<file path="config.mk">
export PLATFORM = sky130hd
export DESIGN_NAME = miss_handler_flat
export DESIGN_NICKNAME = d
export VERILOG_FILES = /design/src/cache_pkg.sv /design/src/cache_ifs.sv /design/src/miss_handler.sv /design/src/flat_wrapper.sv
export SDC_FILE = /design/constraint.sdc
export NUM_CORES = 1
export LEC_CHECK = 0
export ABC_AREA = 1
export BUFFER_PORTS_ARGS = -buffer_cell sky130_fd_sc_hd__buf_2
export CAP_MARGIN = 20
export CORE_MARGIN = 2
export CORE_UTILIZATION = 45
export DETAILED_ROUTE_END_ITERATION = 16
export PLACE_DENSITY_LB_ADDON = 0.25
export SYNTH_ARGS = -nofsm -noshare
export SYNTH_HDL_FRONTEND = slang
export SYNTH_SLANG_ARGS = --single-unit
</file>
<file path="constraint.sdc">
create_clock -name clk_i -period 7 [get_ports clk_i]
set_input_delay 0.7 -clock clk_i [delete_from_list [all_inputs] [get_ports clk_i]]
set_output_delay 0.7 -clock clk_i [all_outputs]
set_load 0.1 [all_outputs]
</file>
<file path="src/cache_pkg.sv">
/*
  Shared definitions for the direct-mapped write-back cache.
  Default widths, the stored line layout and the miss handler states.
  Modules pull these in with a wildcard import in their header.
*/

package cache_pkg;

    // default geometry, overridden per module through parameters
    localparam int ADDR_WIDTH_DEF  = 16; // byte address
    localparam int DATA_WIDTH_DEF  = 32; // one word per line
    localparam int INDEX_WIDTH_DEF = 3;  // 8 lines

    // low address bits select a byte inside the word and are ignored
    localparam int OFFSET_WIDTH = 2;

    // tag is whatever is left above index and offset
    localparam int TAG_WIDTH_DEF = ADDR_WIDTH_DEF - INDEX_WIDTH_DEF - OFFSET_WIDTH;

    // one stored cache line
    typedef struct packed {
        logic                      valid;
        logic                      dirty; // differs from backing memory
        logic [TAG_WIDTH_DEF-1:0]  tag;
        logic [DATA_WIDTH_DEF-1:0] data;
    } cache_line_t;

    // miss handler sequence
    typedef enum logic [2:0] {
        IDLE,       // waiting for a miss
        WB_WRITE,   // dirty victim goes back to memory
        FILL_READ,  // read enable for the missed word
        FILL_WAIT,  // memory word arrives
        FILL_WRITE  // new line handed to the lookup stage
    } miss_state_t;

endpackage

</file>
<file path="src/cache_ifs.sv">
/*
  Bundles used inside the cache.
  miss_if carries a miss and its victim to the handler and the fill back.
  mem_if is the word bus from the handler to the backing memory.
*/

`timescale 1ns/1ps

interface miss_if import cache_pkg::*; #(
    parameter int ADDR_WIDTH  = ADDR_WIDTH_DEF,
    parameter int DATA_WIDTH  = DATA_WIDTH_DEF,
    parameter int INDEX_WIDTH = INDEX_WIDTH_DEF
);
    localparam int TAG_WIDTH = ADDR_WIDTH - INDEX_WIDTH - OFFSET_WIDTH;

    logic                  miss_valid;   // one-cycle strobe
    logic                  miss_we;
    logic [ADDR_WIDTH-1:0] miss_addr;
    logic [DATA_WIDTH-1:0] miss_wdata;
    logic                  victim_dirty;
    logic [TAG_WIDTH-1:0]  victim_tag;
    logic [DATA_WIDTH-1:0] victim_data;

    logic                  fill_valid;   // one-cycle strobe
    cache_line_t           fill_line;    // whole line for the missed index
    logic [DATA_WIDTH-1:0] fill_rdata;   // word returned to the requester

    modport lookup (
        output miss_valid, miss_we, miss_addr, miss_wdata,
        output victim_dirty, victim_tag, victim_data,
        input  fill_valid, fill_line, fill_rdata
    );

    modport handler (
        input  miss_valid, miss_we, miss_addr, miss_wdata,
        input  victim_dirty, victim_tag, victim_data,
        output fill_valid, fill_line, fill_rdata
    );
endinterface

interface mem_if #(
    parameter int ADDR_WIDTH = 16,
    parameter int DATA_WIDTH = 32
);
    logic                  mem_en;
    logic                  mem_we;
    logic [ADDR_WIDTH-1:0] mem_addr;  // byte address, offset bits zero
    logic [DATA_WIDTH-1:0] mem_wdata;
    logic [DATA_WIDTH-1:0] mem_rdata; // valid one cycle after a read

    modport master (output mem_en, mem_we, mem_addr, mem_wdata, input mem_rdata);
    modport slave  (input mem_en, mem_we, mem_addr, mem_wdata, output mem_rdata);
endinterface

</file>
<file path="src/miss_handler.sv">
/*
  Second pipeline stage of the cache.
  Writes a dirty victim back, reads the missed word and builds the new line.
  The finished line goes back to the lookup stage with a one-cycle fill strobe.
*/

`timescale 1ns/1ps

module miss_handler import cache_pkg::*; #(
    parameter int ADDR_WIDTH  = ADDR_WIDTH_DEF,
    parameter int DATA_WIDTH  = DATA_WIDTH_DEF,
    parameter int INDEX_WIDTH = INDEX_WIDTH_DEF
) (
    input  logic     clk_i,
    input  logic     rst_n_i,

    miss_if.handler  miss,
    mem_if.master    mem
);

    localparam int TAG_WIDTH = ADDR_WIDTH - INDEX_WIDTH - OFFSET_WIDTH;

    miss_state_t state_q;
    miss_state_t state_d;

    // request and victim, captured when the miss arrives
    logic                  we_q;
    logic [ADDR_WIDTH-1:0] addr_q;
    logic [DATA_WIDTH-1:0] wdata_q;
    logic [TAG_WIDTH-1:0]  vtag_q;
    logic [DATA_WIDTH-1:0] vdata_q;
    logic [DATA_WIDTH-1:0] rdata_q; // word read from memory

    logic [INDEX_WIDTH-1:0] index;
    logic [TAG_WIDTH-1:0]   req_tag;
    logic [ADDR_WIDTH-1:0]  wb_addr;
    logic [ADDR_WIDTH-1:0]  fill_addr;
    cache_line_t            new_line;

    assign index   = addr_q[OFFSET_WIDTH +: INDEX_WIDTH];
    assign req_tag = addr_q[ADDR_WIDTH-1 -: TAG_WIDTH];

    // victim address rebuilt from its tag and the shared index
    assign wb_addr   = {vtag_q, index, {OFFSET_WIDTH{1'b0}}};
    assign fill_addr = {req_tag, index, {OFFSET_WIDTH{1'b0}}};

    always_ff @(posedge clk_i) begin
        if (!rst_n_i) begin
            state_q <= IDLE;
        end else begin
            state_q <= state_d;
        end
    end

    always_comb begin
        state_d = state_q;
        unique case (state_q)
            IDLE: begin
                if (miss.miss_valid) begin
                    state_d = miss.victim_dirty ? WB_WRITE : FILL_READ;
                end
            end
            WB_WRITE:   state_d = FILL_READ;
            FILL_READ:  state_d = FILL_WAIT;
            FILL_WAIT:  state_d = FILL_WRITE;
            FILL_WRITE: state_d = IDLE;
            default:    state_d = IDLE;
        endcase
    end

    // payload capture
    always_ff @(posedge clk_i) begin
        if (state_q == IDLE && miss.miss_valid) begin
            we_q    <= miss.miss_we;
            addr_q  <= miss.miss_addr;
            wdata_q <= miss.miss_wdata;
            vtag_q  <= miss.victim_tag;
            vdata_q <= miss.victim_data;
        end

        if (state_q == FILL_WAIT) begin
            rdata_q <= mem.mem_rdata; // arrives one cycle after FILL_READ
        end
    end

    // memory bus, one access per state
    assign mem.mem_en    = (state_q == WB_WRITE) || (state_q == FILL_READ);
    assign mem.mem_we    = (state_q == WB_WRITE);
    assign mem.mem_addr  = (state_q == WB_WRITE) ? wb_addr : fill_addr;
    assign mem.mem_wdata = vdata_q;

    // write miss installs the new word dirty, read miss installs memory clean
    always_comb begin
        new_line.valid = 1'b1;
        new_line.dirty = we_q;
        new_line.tag   = req_tag;
        new_line.data  = we_q ? wdata_q : rdata_q;
    end

    assign miss.fill_valid = (state_q == FILL_WRITE);
    assign miss.fill_line  = new_line;
    assign miss.fill_rdata = new_line.data;

endmodule

</file>
<file path="src/flat_wrapper.sv">
// flat-port wrapper written by rule: the top's interface ports become plain ports
module miss_handler_flat import cache_pkg::*;
#(
    parameter int ADDR_WIDTH  = ADDR_WIDTH_DEF,
    parameter int DATA_WIDTH  = DATA_WIDTH_DEF,
    parameter int INDEX_WIDTH = INDEX_WIDTH_DEF
)
  (clk_i, rst_n_i, miss_miss_valid, miss_miss_we, miss_miss_addr, miss_miss_wdata, miss_victim_dirty, miss_victim_tag, miss_victim_data, miss_fill_valid, miss_fill_line, miss_fill_rdata, mem_mem_en, mem_mem_we, mem_mem_addr, mem_mem_wdata, mem_mem_rdata);
  miss_if #(.ADDR_WIDTH(ADDR_WIDTH), .DATA_WIDTH(DATA_WIDTH), .INDEX_WIDTH(INDEX_WIDTH)) miss_i ();
  mem_if #(.ADDR_WIDTH(ADDR_WIDTH), .DATA_WIDTH(DATA_WIDTH)) mem_i ();
  input  logic clk_i;
  input  logic rst_n_i;
  input wire logic [$bits(miss_i.miss_valid)-1:0] miss_miss_valid;
  input wire logic [$bits(miss_i.miss_we)-1:0] miss_miss_we;
  input wire logic [$bits(miss_i.miss_addr)-1:0] miss_miss_addr;
  input wire logic [$bits(miss_i.miss_wdata)-1:0] miss_miss_wdata;
  input wire logic [$bits(miss_i.victim_dirty)-1:0] miss_victim_dirty;
  input wire logic [$bits(miss_i.victim_tag)-1:0] miss_victim_tag;
  input wire logic [$bits(miss_i.victim_data)-1:0] miss_victim_data;
  output wire logic [$bits(miss_i.fill_valid)-1:0] miss_fill_valid;
  output wire logic [$bits(miss_i.fill_line)-1:0] miss_fill_line;
  output wire logic [$bits(miss_i.fill_rdata)-1:0] miss_fill_rdata;
  output wire logic [$bits(mem_i.mem_en)-1:0] mem_mem_en;
  output wire logic [$bits(mem_i.mem_we)-1:0] mem_mem_we;
  output wire logic [$bits(mem_i.mem_addr)-1:0] mem_mem_addr;
  output wire logic [$bits(mem_i.mem_wdata)-1:0] mem_mem_wdata;
  input wire logic [$bits(mem_i.mem_rdata)-1:0] mem_mem_rdata;
  assign miss_i.miss_valid = miss_miss_valid;
  assign miss_i.miss_we = miss_miss_we;
  assign miss_i.miss_addr = miss_miss_addr;
  assign miss_i.miss_wdata = miss_miss_wdata;
  assign miss_i.victim_dirty = miss_victim_dirty;
  assign miss_i.victim_tag = miss_victim_tag;
  assign miss_i.victim_data = miss_victim_data;
  assign miss_fill_valid = miss_i.fill_valid;
  assign miss_fill_line = miss_i.fill_line;
  assign miss_fill_rdata = miss_i.fill_rdata;
  assign mem_mem_en = mem_i.mem_en;
  assign mem_mem_we = mem_i.mem_we;
  assign mem_mem_addr = mem_i.mem_addr;
  assign mem_mem_wdata = mem_i.mem_wdata;
  assign mem_i.mem_rdata = mem_mem_rdata;
  miss_handler #(.ADDR_WIDTH(ADDR_WIDTH), .DATA_WIDTH(DATA_WIDTH), .INDEX_WIDTH(INDEX_WIDTH)) u_core (.clk_i(clk_i), .rst_n_i(rst_n_i), .miss(miss_i), .mem(mem_i));
endmodule
</file>
# Word-level counts from Yosys, hierarchy flattened
# Cells that the tools add are included.
[op_classes]
reduce_logical = 3
eq_ne = 5
mux = 5
[ops]
columns = ["cell", "count"]
rows = [
  ["$mux 32", 1],
  ["$mux 16", 1],
  ["$pmux 3 s4", 1],
  ["$eq 3x2->1 const B", 2],
  ["$eq 3x1->1 const B", 1],
  ["$eq 3x3->1 const B", 1],
  ["$logic_not 3->1", 1],
  ["$mux 3", 1],
  ["$mux 2", 1],
  ["$ne 2x2->1 const B", 1],
  ["$logic_and 1x1->1", 1],
  ["$logic_or 1x1->1", 1],
]
[word_totals]
in_bits = 128
output_inout_bits = 128
elab_cells = 20
ff_bits = 127

# Longest topological paths before layout
# Gate-level depths: netlist of the first run.
[logic_depth]
word_depth = 3
mapped_depth = 6
ltp_nobuf = 5

# Worst setup path after synthesis of the first run
# No wires, ideal clock.
[synth_timing]
kind = "in2reg"
start = "input miss_miss_valid"
end = "register u_core.addr_q[10], enable pin"
n_path_buf = 0
arrival_ps = 4473
setup_slack_ps = 1988
setup_time_ps = 539
stages = 2
required_time_ps = 6461
path_cell_list = "inv_1 nor2_1"
[synth_between]
elab_chain_len = 1
[synth_rtl]
columns = ["element", "line", "rtl"]
rows = [
  ["from (decl)", "flat_wrapper.sv:13", "input wire logic [$bits(miss_i.miss_valid)-1:0] miss_miss_valid;"],
  ["$logic_and 1x1->1", "miss_handler.sv:73", "if (state_q == IDLE && miss.miss_valid) begin"],
  ["to (signal assigned)", "miss_handler.sv:75", "addr_q <= miss.miss_addr;"],
  ["to (decl)", "miss_handler.sv:28", "logic [ADDR_WIDTH-1:0] addr_q;"],
]
# Every way passes these cells.
# A chain may end at the register's enable or synchronous reset.

# Final worst setup path of the first run
[layout_timing]
start = "register u_core.we_q"
end = "output miss_fill_rdata[31]"
[layout_between]
elab_chain_len = 1
[layout_rtl]
columns = ["element", "line", "rtl"]
rows = [
  ["from (decl)", "miss_handler.sv:27", "logic we_q;"],
  ["from (signal assigned)", "miss_handler.sv:74", "we_q <= miss.miss_we;"],
  ["$mux 32", "miss_handler.sv:97", "new_line.data = we_q ? wdata_q : rdata_q;"],
  ["to (decl)", "flat_wrapper.sv:22", "output wire logic [$bits(miss_i.fill_rdata)-1:0] miss_fill_rdata;"],
]
# Every way passes these cells.

==> results of run 1 <==
## critical path, stage by stage, from the launching register on
cell	delay, ns
edfxtp_1	0.95
buf_4	0.48
mux2_2	0.40
buf_2	0.30
## where the power goes
part	total [mW]	leakage, nW	switching (mW)	internal (mW)
sequential	0.922	1.17	0.0216	0.900
combinational	0.818	1.43	0.699	0.119
clock	0.817	0.269	0.311	0.505
total	2.56	2.87	1.03	1.52
## cell type report
type                            instances  share of cell area [%]
Timing Repair Buffer                  254                    19.8
Tap cell                              136                    2.63
Sequential cell                       125                    57.6
Inverter                                5                   0.290
Multi-Input combinational cell         86                    11.0
Clock inverter                         14                    2.24
Clock buffer                           18                    6.46
## placed cells by master (no fill, tap or decap)
| cell type | instances |
|---|---|
| a21oi_1 | 1 |
| and2_1 | 1 |
| buf_2 | 250 |
| buf_4 | 4 |
| bufinv_16 | 2 |
| clkbuf_1 | 1 |
| clkbuf_16 | 16 |
| clkbuf_8 | 1 |
| clkinv_1 | 1 |
| clkinv_2 | 3 |
| clkinv_4 | 3 |
| clkinvlp_4 | 3 |
| conb_1 | 3 |
| dfxtp_1 | 3 |
| edfxtp_1 | 122 |
| inv_1 | 4 |
| inv_2 | 1 |
| inv_6 | 2 |
| mux2_2 | 2 |
| mux2_4 | 30 |
| nand2_1 | 36 |
| nand2_2 | 1 |
| nand3_1 | 4 |
| nor2_1 | 4 |
| nor2_2 | 1 |
| nor2_4 | 1 |
| nor3_1 | 1 |
| nor3_4 | 1 |
## worst paths after layout
kind / startpoint / to / slack [ns] / cells after the start
worst max-delay path: u_core.we_q / miss_fill_rdata[31] / 3.63 / 3
worst min-delay path: miss_victim_data[20] / u_core.mem.mem_wdata[20] / 0.34 / 1
worst max register to register: u_core.state_q[1] / u_core.rdata_q[7] / 5.18 / 3
worst min register to register: u_core.state_q[1] / u_core.state_q[0] / 0.58 / 2
## kinds of logic after synthesis
kind of cell    after synthesis  share of synthesized area (%)
other cells                   2                          0.157
flops                       125                           77.6
buf+inv                      47                           7.90
simple gates                 50                           4.33
mux                          32                           9.86
compound gates                1                          0.104
## sequential cells by signal (all words and copies together) (netlist names)
register / cells
u_core.addr_q: 14
u_core.rdata_q: 32
u_core.we_q: 1
u_core.state_q: 3
u_core.vtag_q: 11
u_core.mem.mem_wdata: 32
u_core.wdata_q: 32
## metal layers
layer | vias up | global-route usage [%]
li1 | 1360 | -
met1 | 1367 | 17.4
met2 | 170 | 29.4
met3 | 15 | 10.4
met4 | 0 | 8.07
met5 | - | 0
==> summary.md, run 1 <==
| Metric | Value |
|---|---|
| Top cells by area, synth | edfxtp_1 (76%), mux2_4 (9.4%), buf_4 (5.8%), nand2_1 (2.8%), buf_12 (1.3%) |
| Global-route wire length before repair | ~14,000 µm |
| TritonCTS clock tree | built |
| Peak VDD IR | around 280 µV |
| Min Hold Slack | between 0.3 and 0.4 ns |
| Commonest cells in the netlist | edfxtp_1 (122), buf_4 (37), nand2_1 (36) |
| Endpoints failing hold | 0 |
| Initial antenna violation count | 0 |
| Status | complete, no violations |
| H-tree levels | 4 |
| Placer Congestion | 0.729 |
| Design Area, Final | about 6500 µm² |
| Site row count | 37 |
| Placed cell count | between 600 and 700 |
| Detailed Routing Iterations Pass 1 | 4 |
| DRT met1 WL | roughly 3500 µm |
| Total I/O pin count | 256 |
| Synth Area per Inst | 18.7 µm² |
| WP data arrival | roughly 2.7 ns |
| Clock sinks | approximately 130 |
| Synthesis-to-finish area growth | 34.9% |
| Register Area | roughly 3700 µm² |
| Detail Route Antenna Nets | 0 |
| Post-Synthesis Cell Area | ~4800 µm² |
| Clock-pin slew on the worst setup and hold paths | ~0.06 ns |
| Vias in the first global route | between 2,000 and 3,000 |
| Clock latency on the worst-skew pair | about 0.52 ns |
| Post-route core utilization | around 63% |
| Max Cap Violations | 0 |
| Post-synthesis sequential area ratio | around 78% |
| Startpoint types | flip-flop |
| Most common cell in the synthesized netlist | edfxtp_1 |
| Vias per cell | roughly 4.6 |
| Die width | 107 µm |
| Worst Slack Setup Final | between 3 and 4 ns |
| Final Power | ~2.6 mW |
| Fin crit period | about 3.4 ns |
| Setup crit end kind | output port |
| Asr flop ratio synth | 0% |
| Detail Route met2 WL | slightly above 5000 µm |
| Ys Warns | 0 |
| Starting Density | between 40% and 50% |
| Root buffer cell | clkbuf_8 |
| Layout cells sized above 1 | around 64% |
| Setup CP Type | flip-flop to output port |
| Non-filler cells, final | between 600 and 700 |
| Top Layer Used | met4 |
| N_diodes | 0 |
| Synthesized flop and latch total | 125 |
| Worst Hold Class | primary input to flip-flop |
| Final setup fails | 0 |
| Leak pwr | ~2.9 nW |
| Post-CTS Resized | 0 |
| Maximum clock path buffer count | 2 |
| Post-CTS Setup Bufs | 0 |
| Critical-path maximum fanout | 19 |
| Critical Path RT | between 6 and 7 ns |
| Cells after synthesis | ~260 |
| Worst-margin pin slew | between 0.9 and 1 ns |
| Placed Area | between 5000 and 6000 µm² |
| Synth cell types | 19 |
| Drt total wl | 10,000 µm |
| Wire length per cell | about 16 µm |
| Final nets | about 600 |
| Slew headroom | approximately 39% |
| Residual DRC | 0 |
| Setup WS pre-CTS | around 4.1 ns |
| Post-synth top area share | between 70% and 80% |
| Core area | between 10,000 and 15,000 µm² |
| Slew Viols, Final | 0 |
| Total GRT Usage | between 10% and 20% |
| Total gr overflow | 0 |
| Largest net degree at the start of global routing | 48 |
| Die ar. | 11,500 µm² |
| Fmax | 297 MHz |
| EDFF count, synth | between 100 and 150 |
| RSZ-0062 raised after global routing | false |
| Hold buffers post-CTS | 0 |
| Skew final | ~0.006 ns |
| Via count | 2,912 |
| Area of the multi-input gates | 711 µm² |
| PortBufs | 250 |
| TritonCTS Buffers | 17 |
| Power Density | 395 nW/µm² |
| Setup TNS | 0 ns |
| Hpwl dp | about 7300 µm |
| Filler cell count | 790 |
| Met3 wire len | 1240 µm |
| DRT iter0 DRCs | a little under 50 |
| Final worst path period share | between 40% and 50% |
| Die height | between 100 and 150 µm |
| Yosys top cell by area | edfxtp_1 |
| Main synth FF type | edfxtp_1 |
(Power assumes the default switching activity.)
==> run 2, diff against run 1 <==
==> constraint.sdc (replaced) <==
create_clock -name clk_i -period 3.48 [get_ports clk_i]
set_input_delay 0.348 -clock clk_i [delete_from_list [all_inputs] [get_ports clk_i]]
set_output_delay 0.348 -clock clk_i [all_outputs]
set_load 0.1 [all_outputs]
==> summary.md, run 2 (synthesis gave the netlist of run 1 again) <==
| Metric | Value |
|---|---|
| WP data arrival | 2.31 ns (was 2.67 ns) |
| Vias in the first global route | 3,377 (was 2,928) |
| Total I/O pin count | 256 (unchanged) |
| N_diodes | 0 (unchanged) |
| Setup CP Type | flip-flop to output port (unchanged) |
| PortBufs | 250 (unchanged) |
| Status | complete, no violations (unchanged) |
| Leading cell type in the layout, fill and taps excluded | buf_2 (unchanged) |
| Residual DRC | 0 (unchanged) |
| Maximum clock path buffer count | 2 (unchanged) |
| Critical-path maximum fanout | 23 (was 19) |
| Setup TNS | 0 ns (unchanged) |
| TritonCTS clock tree | built (unchanged) |
| Site row count | 37 (unchanged) |
| Clock latency on the worst-skew pair | 0.51 ns (was 0.52 ns) |
| Root buffer cell | clkbuf_8 (unchanged) |
| CP startpoint | u_core.we_q (unchanged) |
| Post-route core utilization | 72.0% (was 62.6%) |
| M1 GR Usage | 21.9% (was 17.4%) |
| Max Cap Violations | 0 (unchanged) |
| Placer Congestion | 0.710 (was 0.729) |
| Vias per cell | 4.60 (was 4.56) |
| WHS Endpoint | u_core.rdata_q[6] (was u_core.mem.mem_wdata[20]) |
| Design Area, Final | 7440 µm² (was 6470 µm²) |
| Final Power | 5.19 mW (was 2.56 mW) |
| Commonest non-fill, non-tap cells in the layout | buf_2 (250), edfxtp_1 (122), dlygate4sd3_1 (97) (was buf_2 (250), edfxtp_1 (122), nand2_1 (36)) |
| Detail Route Antenna Nets | 0 (unchanged) |
| TritonCTS Buffers | 17 (unchanged) |
| Clock sinks | 125 (unchanged) |
| Layout cells sized above 1 | 53.6% (was 63.9%) |
| Total gr overflow | 0 (unchanged) |
| Synthesis-to-finish area growth | 55.1% (was 34.9%) |
| Drt total wl | 12,000 µm (was 10,000 µm) |
| Endpoints failing hold | 0 (unchanged) |
| Worst-margin pin slew | 0.877 ns (was 0.922 ns) |
| Setup crit end kind | output port (unchanged) |
| Die height | 107 µm (unchanged) |
| Leak pwr | 3.27 nW (was 2.87 nW) |
| Slew headroom | 41.3% (was 38.5%) |
| Slew Viols, Final | 0 (unchanged) |
| Worst Hold Class | primary input to flip-flop (unchanged) |
| Final nets | 714 (was 617) |
| Peak VDD IR | 504 µV (was 275 µV) |
| Starting Density | 46.5% (unchanged) |
| Detailed Routing Iterations Pass 1 | 5 (was 4) |
| Wire length per cell | 16.3 µm (was 15.7 µm) |
| Worst r2r path cells | 4 (was 3) |
| Fin crit period | roughly 2.7 ns |
| Flop-to-flop setup slack | 1.67 ns (was 5.18 ns) |
| Initial antenna violation count | 0 (unchanged) |
| Hpwl dp | 7360 µm (was 7250 µm) |
| Post-CTS Setup Bufs | 0 (unchanged) |
| Skew final | 0.0135 ns (was 0.00612 ns) |
| DRT iter0 DRCs | 159 (was 49) |
| M3 GR Usage | 8.69% (was 10.4%) |
| Die width | 107 µm (unchanged) |
| Global route hottest layer | met2 (unchanged) |
| Core area | 10,300 µm² (unchanged) |
| Hold Crit Depth | 1 (unchanged) |
| Global-route wire length before repair | 17,300 µm (was 14,400 µm) |
| Final worst path period share | between 70% and 80% |
| Placed Area | 5930 µm² (was 5900 µm²) |
| Startpoint types | flip-flop (unchanged) |
| Largest net degree at the start of global routing | 63 (was 48) |
| Final setup fails | 0 (unchanged) |
| Via count | 3,378 (was 2,912) |
| Power Density | 697 nW/µm² (was 395 nW/µm²) |
| Clock-pin slew on the worst setup and hold paths | 0.06 ns (about the same) |
| Global Route met2 Usage | 35.8% (was 29.4%) |
| Fmax | 377 MHz |
| Die ar. | 11,500 µm² (unchanged) |
| H-tree levels | 4 (unchanged) |
| Critical Path RT | 3.13 ns (was 6.30 ns) |
| Hold path start | mem_mem_rdata[6] (was miss_victim_data[20]) |
| Total GRT Usage | 20.6% (was 17.6%) |
| R2r endpoint | u_core.wdata_q[3] (was u_core.rdata_q[7]) |
| Worst R2R Start | u_core.state_q[1] (unchanged) |
| RSZ-0062 raised after global routing | false (unchanged) |
-- run 2: final cells by class --
cell class                      count  area [µm²]
Sequential cell                   125        3720
Fill cell                         648        2890
Timing Repair Buffer              351        2280
Multi-Input combinational cell     86         711
Clock buffer                       17         414
Tap cell                          136         170
Clock inverter                     15         123
Inverter                            5        18.8
-- run 2: per-layer routing --
layer | up-vias | part of all wire (%)
met4 | 0 | 2.2
met2 | 189 | 53
met3 | 22 | 9.5
met5 | - | 0
li1 | 1555 | -
met1 | 1612 | 35
-- run 2: critical path, stage by stage, from the launching register on --
cell	delay [ns]
edfxtp_1	0.82
buf_12	0.29
mux2_2	0.37
buf_2	0.30
-- run 2: worst max-delay path by stage --
stage	cells past startpoint	end
CTS	3	miss_fill_rdata[31]
floorplan	3	u_core.addr_q[10]
detailed placement	3	miss_fill_rdata[31]
global placement	3	miss_fill_rdata[31]
global route	3	miss_fill_rdata[31]
finish	3	miss_fill_rdata[31]
-- run 2: repair_timing --
action | CTS | global route
gates resized for setup | 0 | 0
hold buffers | 86 | 11
endpoints found under the hold margin | 86 | 11
-- run 2: through the flow --
stage	hold WS, ns	setup WS [ns]	cells
6_report	0.0286	0.825	735
2_1_floorplan	0.447	0.125	258
4_1_cts	0.000285	0.764	724
3_3_place_gp	0.524	1.31	606
3_5_place_dp	0.526	1.31	606
5_1_grt	-0.000917	0.704	735
-- run 2: report_power, final --
group	switching (mW)	internal, mW	leakage [nW]
clock network	0.637	0.941	0.256
registers	0.0471	1.81	1.17
logic	1.44	0.313	1.84
total	2.12	3.07	3.27
==> run 3, diff against run 2 <==
--- a/config.mk
+++ b/config.mk
@@ -9,7 +9,7 @@
 export BUFFER_PORTS_ARGS = -buffer_cell sky130_fd_sc_hd__buf_2
 export CAP_MARGIN = 20
 export CORE_MARGIN = 2
-export CORE_UTILIZATION = 45
+export CORE_UTILIZATION = 40
 export DETAILED_ROUTE_END_ITERATION = 16
 export PLACE_DENSITY_LB_ADDON = 0.25
 export SYNTH_ARGS = -nofsm -noshare
==> constraint.sdc (replaced) <==
create_clock -name clk_i -period 2.22 [get_ports clk_i]
set_input_delay 0.222 -clock clk_i [delete_from_list [all_inputs] [get_ports clk_i]]
set_output_delay 0.222 -clock clk_i [all_outputs]
set_load 0.1 [all_outputs]
==> summary.md, run 3 (synthesis gave the netlist of run 1 again) <==
| Metric | Value |
|---|---|
| Synthesis-to-finish area growth | 62.9% (was 55.1%) |
| Critical Path RT | 2.00 ns (was 3.13 ns) |
| Worst-margin pin slew | 0.518 ns (was 0.877 ns) |
| Drt total wl | 12,800 µm (was 12,000 µm) |
| Leading cell type in the layout, fill and taps excluded | buf_2 (unchanged) |
| Die width | 113 µm (was 107 µm) |
| N_diodes | 0 (unchanged) |
| Fin crit period | between 2 and 2.5 ns |
| Initial antenna violation count | 0 (unchanged) |
| H-tree levels | 4 (unchanged) |
| Hold path start | rst_n_i (was mem_mem_rdata[6]) |
| Crit-path max cell delay | 0.43 ns (was 0.82 ns) |
| Max Cap Violations | 0 (unchanged) |
| Core area | 11,600 µm² (was 10,300 µm²) |
| CP dominant cell by count | nand2_1 |
| Clock sinks | 125 (unchanged) |
| Layout cells sized above 1 | 52.2% (was 53.6%) |
| Worst Slack Setup Final | 0.102 ns (was 0.825 ns) |
| Vias in the first global route | 3,830 (was 3,377) |
| Peak VDD IR | 660 µV (was 504 µV) |
| Critical-path maximum fanout | 13 (was 23) |
| Leak pwr | 3.43 nW (was 3.27 nW) |
| Endpoints failing hold | 0 (unchanged) |
| WP data arrival | 1.90 ns (was 2.31 ns) |
| Flop-to-flop setup slack | 0.68 ns (was 1.67 ns) |
| Commonest non-fill, non-tap cells in the layout | buf_2 (243), dlygate4sd3_1 (122), edfxtp_1 (122) (was buf_2 (250), edfxtp_1 (122), dlygate4sd3_1 (97)) |
| Clock latency on the worst-skew pair | 0.41 ns (was 0.51 ns) |
| Site row count | 39 (was 37) |
| Via count | 3,449 (was 3,378) |
| Total gr overflow | 0 (unchanged) |
| Detailed Routing Iterations Pass 1 | 4 (was 5) |
| Status | complete, no violations (unchanged) |
| Detail Route Antenna Nets | 0 (unchanged) |
| Final worst path period share | a little over nine tenths |
| Post-route core utilization | 67.5% (was 72.0%) |
| TritonCTS Buffers | 17 (unchanged) |
| Final setup fails | 0 (unchanged) |
| Startpoint types | flip-flop (unchanged) |
| Placer Congestion | 0.753 (was 0.710) |
| Slew Viols, Final | 0 (unchanged) |
| Final nets | 738 (was 714) |
| Worst r2r path cells | 4 (unchanged) |
| WHS Endpoint | u_core.state_q[2] (was u_core.rdata_q[6]) |
| Largest net degree at the start of global routing | 91 (was 63) |
| Clock-pin slew on the worst setup and hold paths | 0.05 ns (was 0.06 ns) |
| RSZ-0062 raised after global routing | false (unchanged) |
| DRT iter0 DRCs | 269 (was 159) |
| Setup CP Type | flip-flop to output port (unchanged) |
| Die height | 113 µm (was 107 µm) |
| Die ar. | 12,900 µm² (was 11,500 µm²) |
| Residual DRC | 0 (unchanged) |
| Worst path slowest cell | buf_2 (was edfxtp_1) |
| Slew headroom | 65.7% (was 41.3%) |
| Maximum clock path buffer count | 2 (unchanged) |
| Total I/O pin count | 256 (unchanged) |
| Worst R2R Start | u_core.state_q[2] (was u_core.state_q[1]) |
| Worst Hold Class | primary input to flip-flop (unchanged) |
| Root buffer cell | clkbuf_16 (was clkbuf_8) |
| Hpwl dp | 7330 µm (was 7360 µm) |
| Crit-path cells | nor2_2 > nand2_2 > inv_2 > nand2_1 > nand2_1 > buf_2 (was buf_12 > mux2_2 > buf_2) |
| R2r endpoint | u_core.wdata_q[1] (was u_core.wdata_q[3]) |
| Fmax | 472 MHz |
| Final Power | 8.65 mW (was 5.19 mW) |
| Setup WS pre-CTS | 0.511 ns (was 1.31 ns) |
| Power Density | 1110 nW/µm² (was 697 nW/µm²) |
| Skew final | 0.00854 ns (was 0.0135 ns) |
| TritonCTS clock tree | built (unchanged) |
| Design Area, Final | 7810 µm² (was 7440 µm²) |
| PortBufs | 250 (unchanged) |
| Total GRT Usage | 20.2% (was 20.6%) |
| Starting Density | 41.5% (was 46.5%) |
| Hold Crit Depth | 2 (was 1) |
| Vias per cell | 4.51 (was 4.60) |
| Placed Area | 5950 µm² (was 5930 µm²) |
| Wire length per cell | 16.7 µm (was 16.3 µm) |
| Setup crit end kind | output port (unchanged) |
| Global-route wire length before repair | 19,300 µm (was 17,300 µm) |
run 3: changes by cell type in the layout (fill, tap and decap cells not counted), moves of 2 or more:
cell	delta
dfxtp_2	+2
buf_2	-7
dlygate4sd3_1	+25
inv_6	-2
clkbuf_4	+7
bufinv_16	+4
clkinvlp_4	-4
dfxtp_1	-2
run 3: how the worst max path moves through the flow:
stage	cells past startpoint	endpoint	slack, ns	start
floorplan	3	u_core.addr_q[10]	-0.07	u_core.state_q[0]
global placement	6	mem_mem_addr[14]	0.55	u_core.state_q[1]
detailed placement	6	mem_mem_addr[12]	0.51	u_core.state_q[1]
CTS	6	mem_mem_addr[12]	0.05	u_core.state_q[1]
global route	6	mem_mem_addr[5]	0.002	u_core.state_q[1]
finish	6	mem_mem_addr[10]	0.10	u_core.state_q[1]
run 3: area by class of cell:
| class | count | area (µm²) |
|---|---|---|
| Tap cell | 143 | 179 |
| Clock buffer | 18 | 429 |
| Inverter | 5 | 18.8 |
| Fill cell | 773 | 3750 |
| Sequential cell | 125 | 3730 |
| Clock inverter | 12 | 195 |
| Timing Repair Buffer | 375 | 2540 |
| Multi-Input combinational cell | 86 | 726 |
run 3: layer usage:
metal	track usage (%)	routed length, µm
met5	0	0
met3	9.67	1190
met2	36.0	6760
met1	20.8	4690
met4	6.99	153
run 3: worst max-delay path: cells and delay by family, from the launching register on:
family	cells	cell delay (ns)
buffers and inverters	2	0.69
DFF	1	0.35
and+or+nand+nor	4	0.44
run 3: timing repair:
action,in CTS,in global routing
gates resized for setup,0,7
endpoints found under the hold margin,122,0
setup buffers,0,0
hold buffers,122,0
endpoints found under the setup margin,0,7
run 3: where the power goes:
part / internal [mW] / switching, mW
Sequential: 2.84 / 0.0666
Combinational: 0.536 / 2.28
Clock: 1.97 / 0.953
Total: 5.35 / 3.30
run 3: per-stage QoR:
stage / instances / TNS, ns / hold slack, ns
after floorplan: 258 / -6.15 / 0.321
after global placement: 612 / 0 / 0.399
after detailed placement: 612 / 0 / 0.400
after CTS: 764 / 0 / 0.0402
after global routing: 764 / 0 / 0.0540
final: 764 / 0 / 0.0622
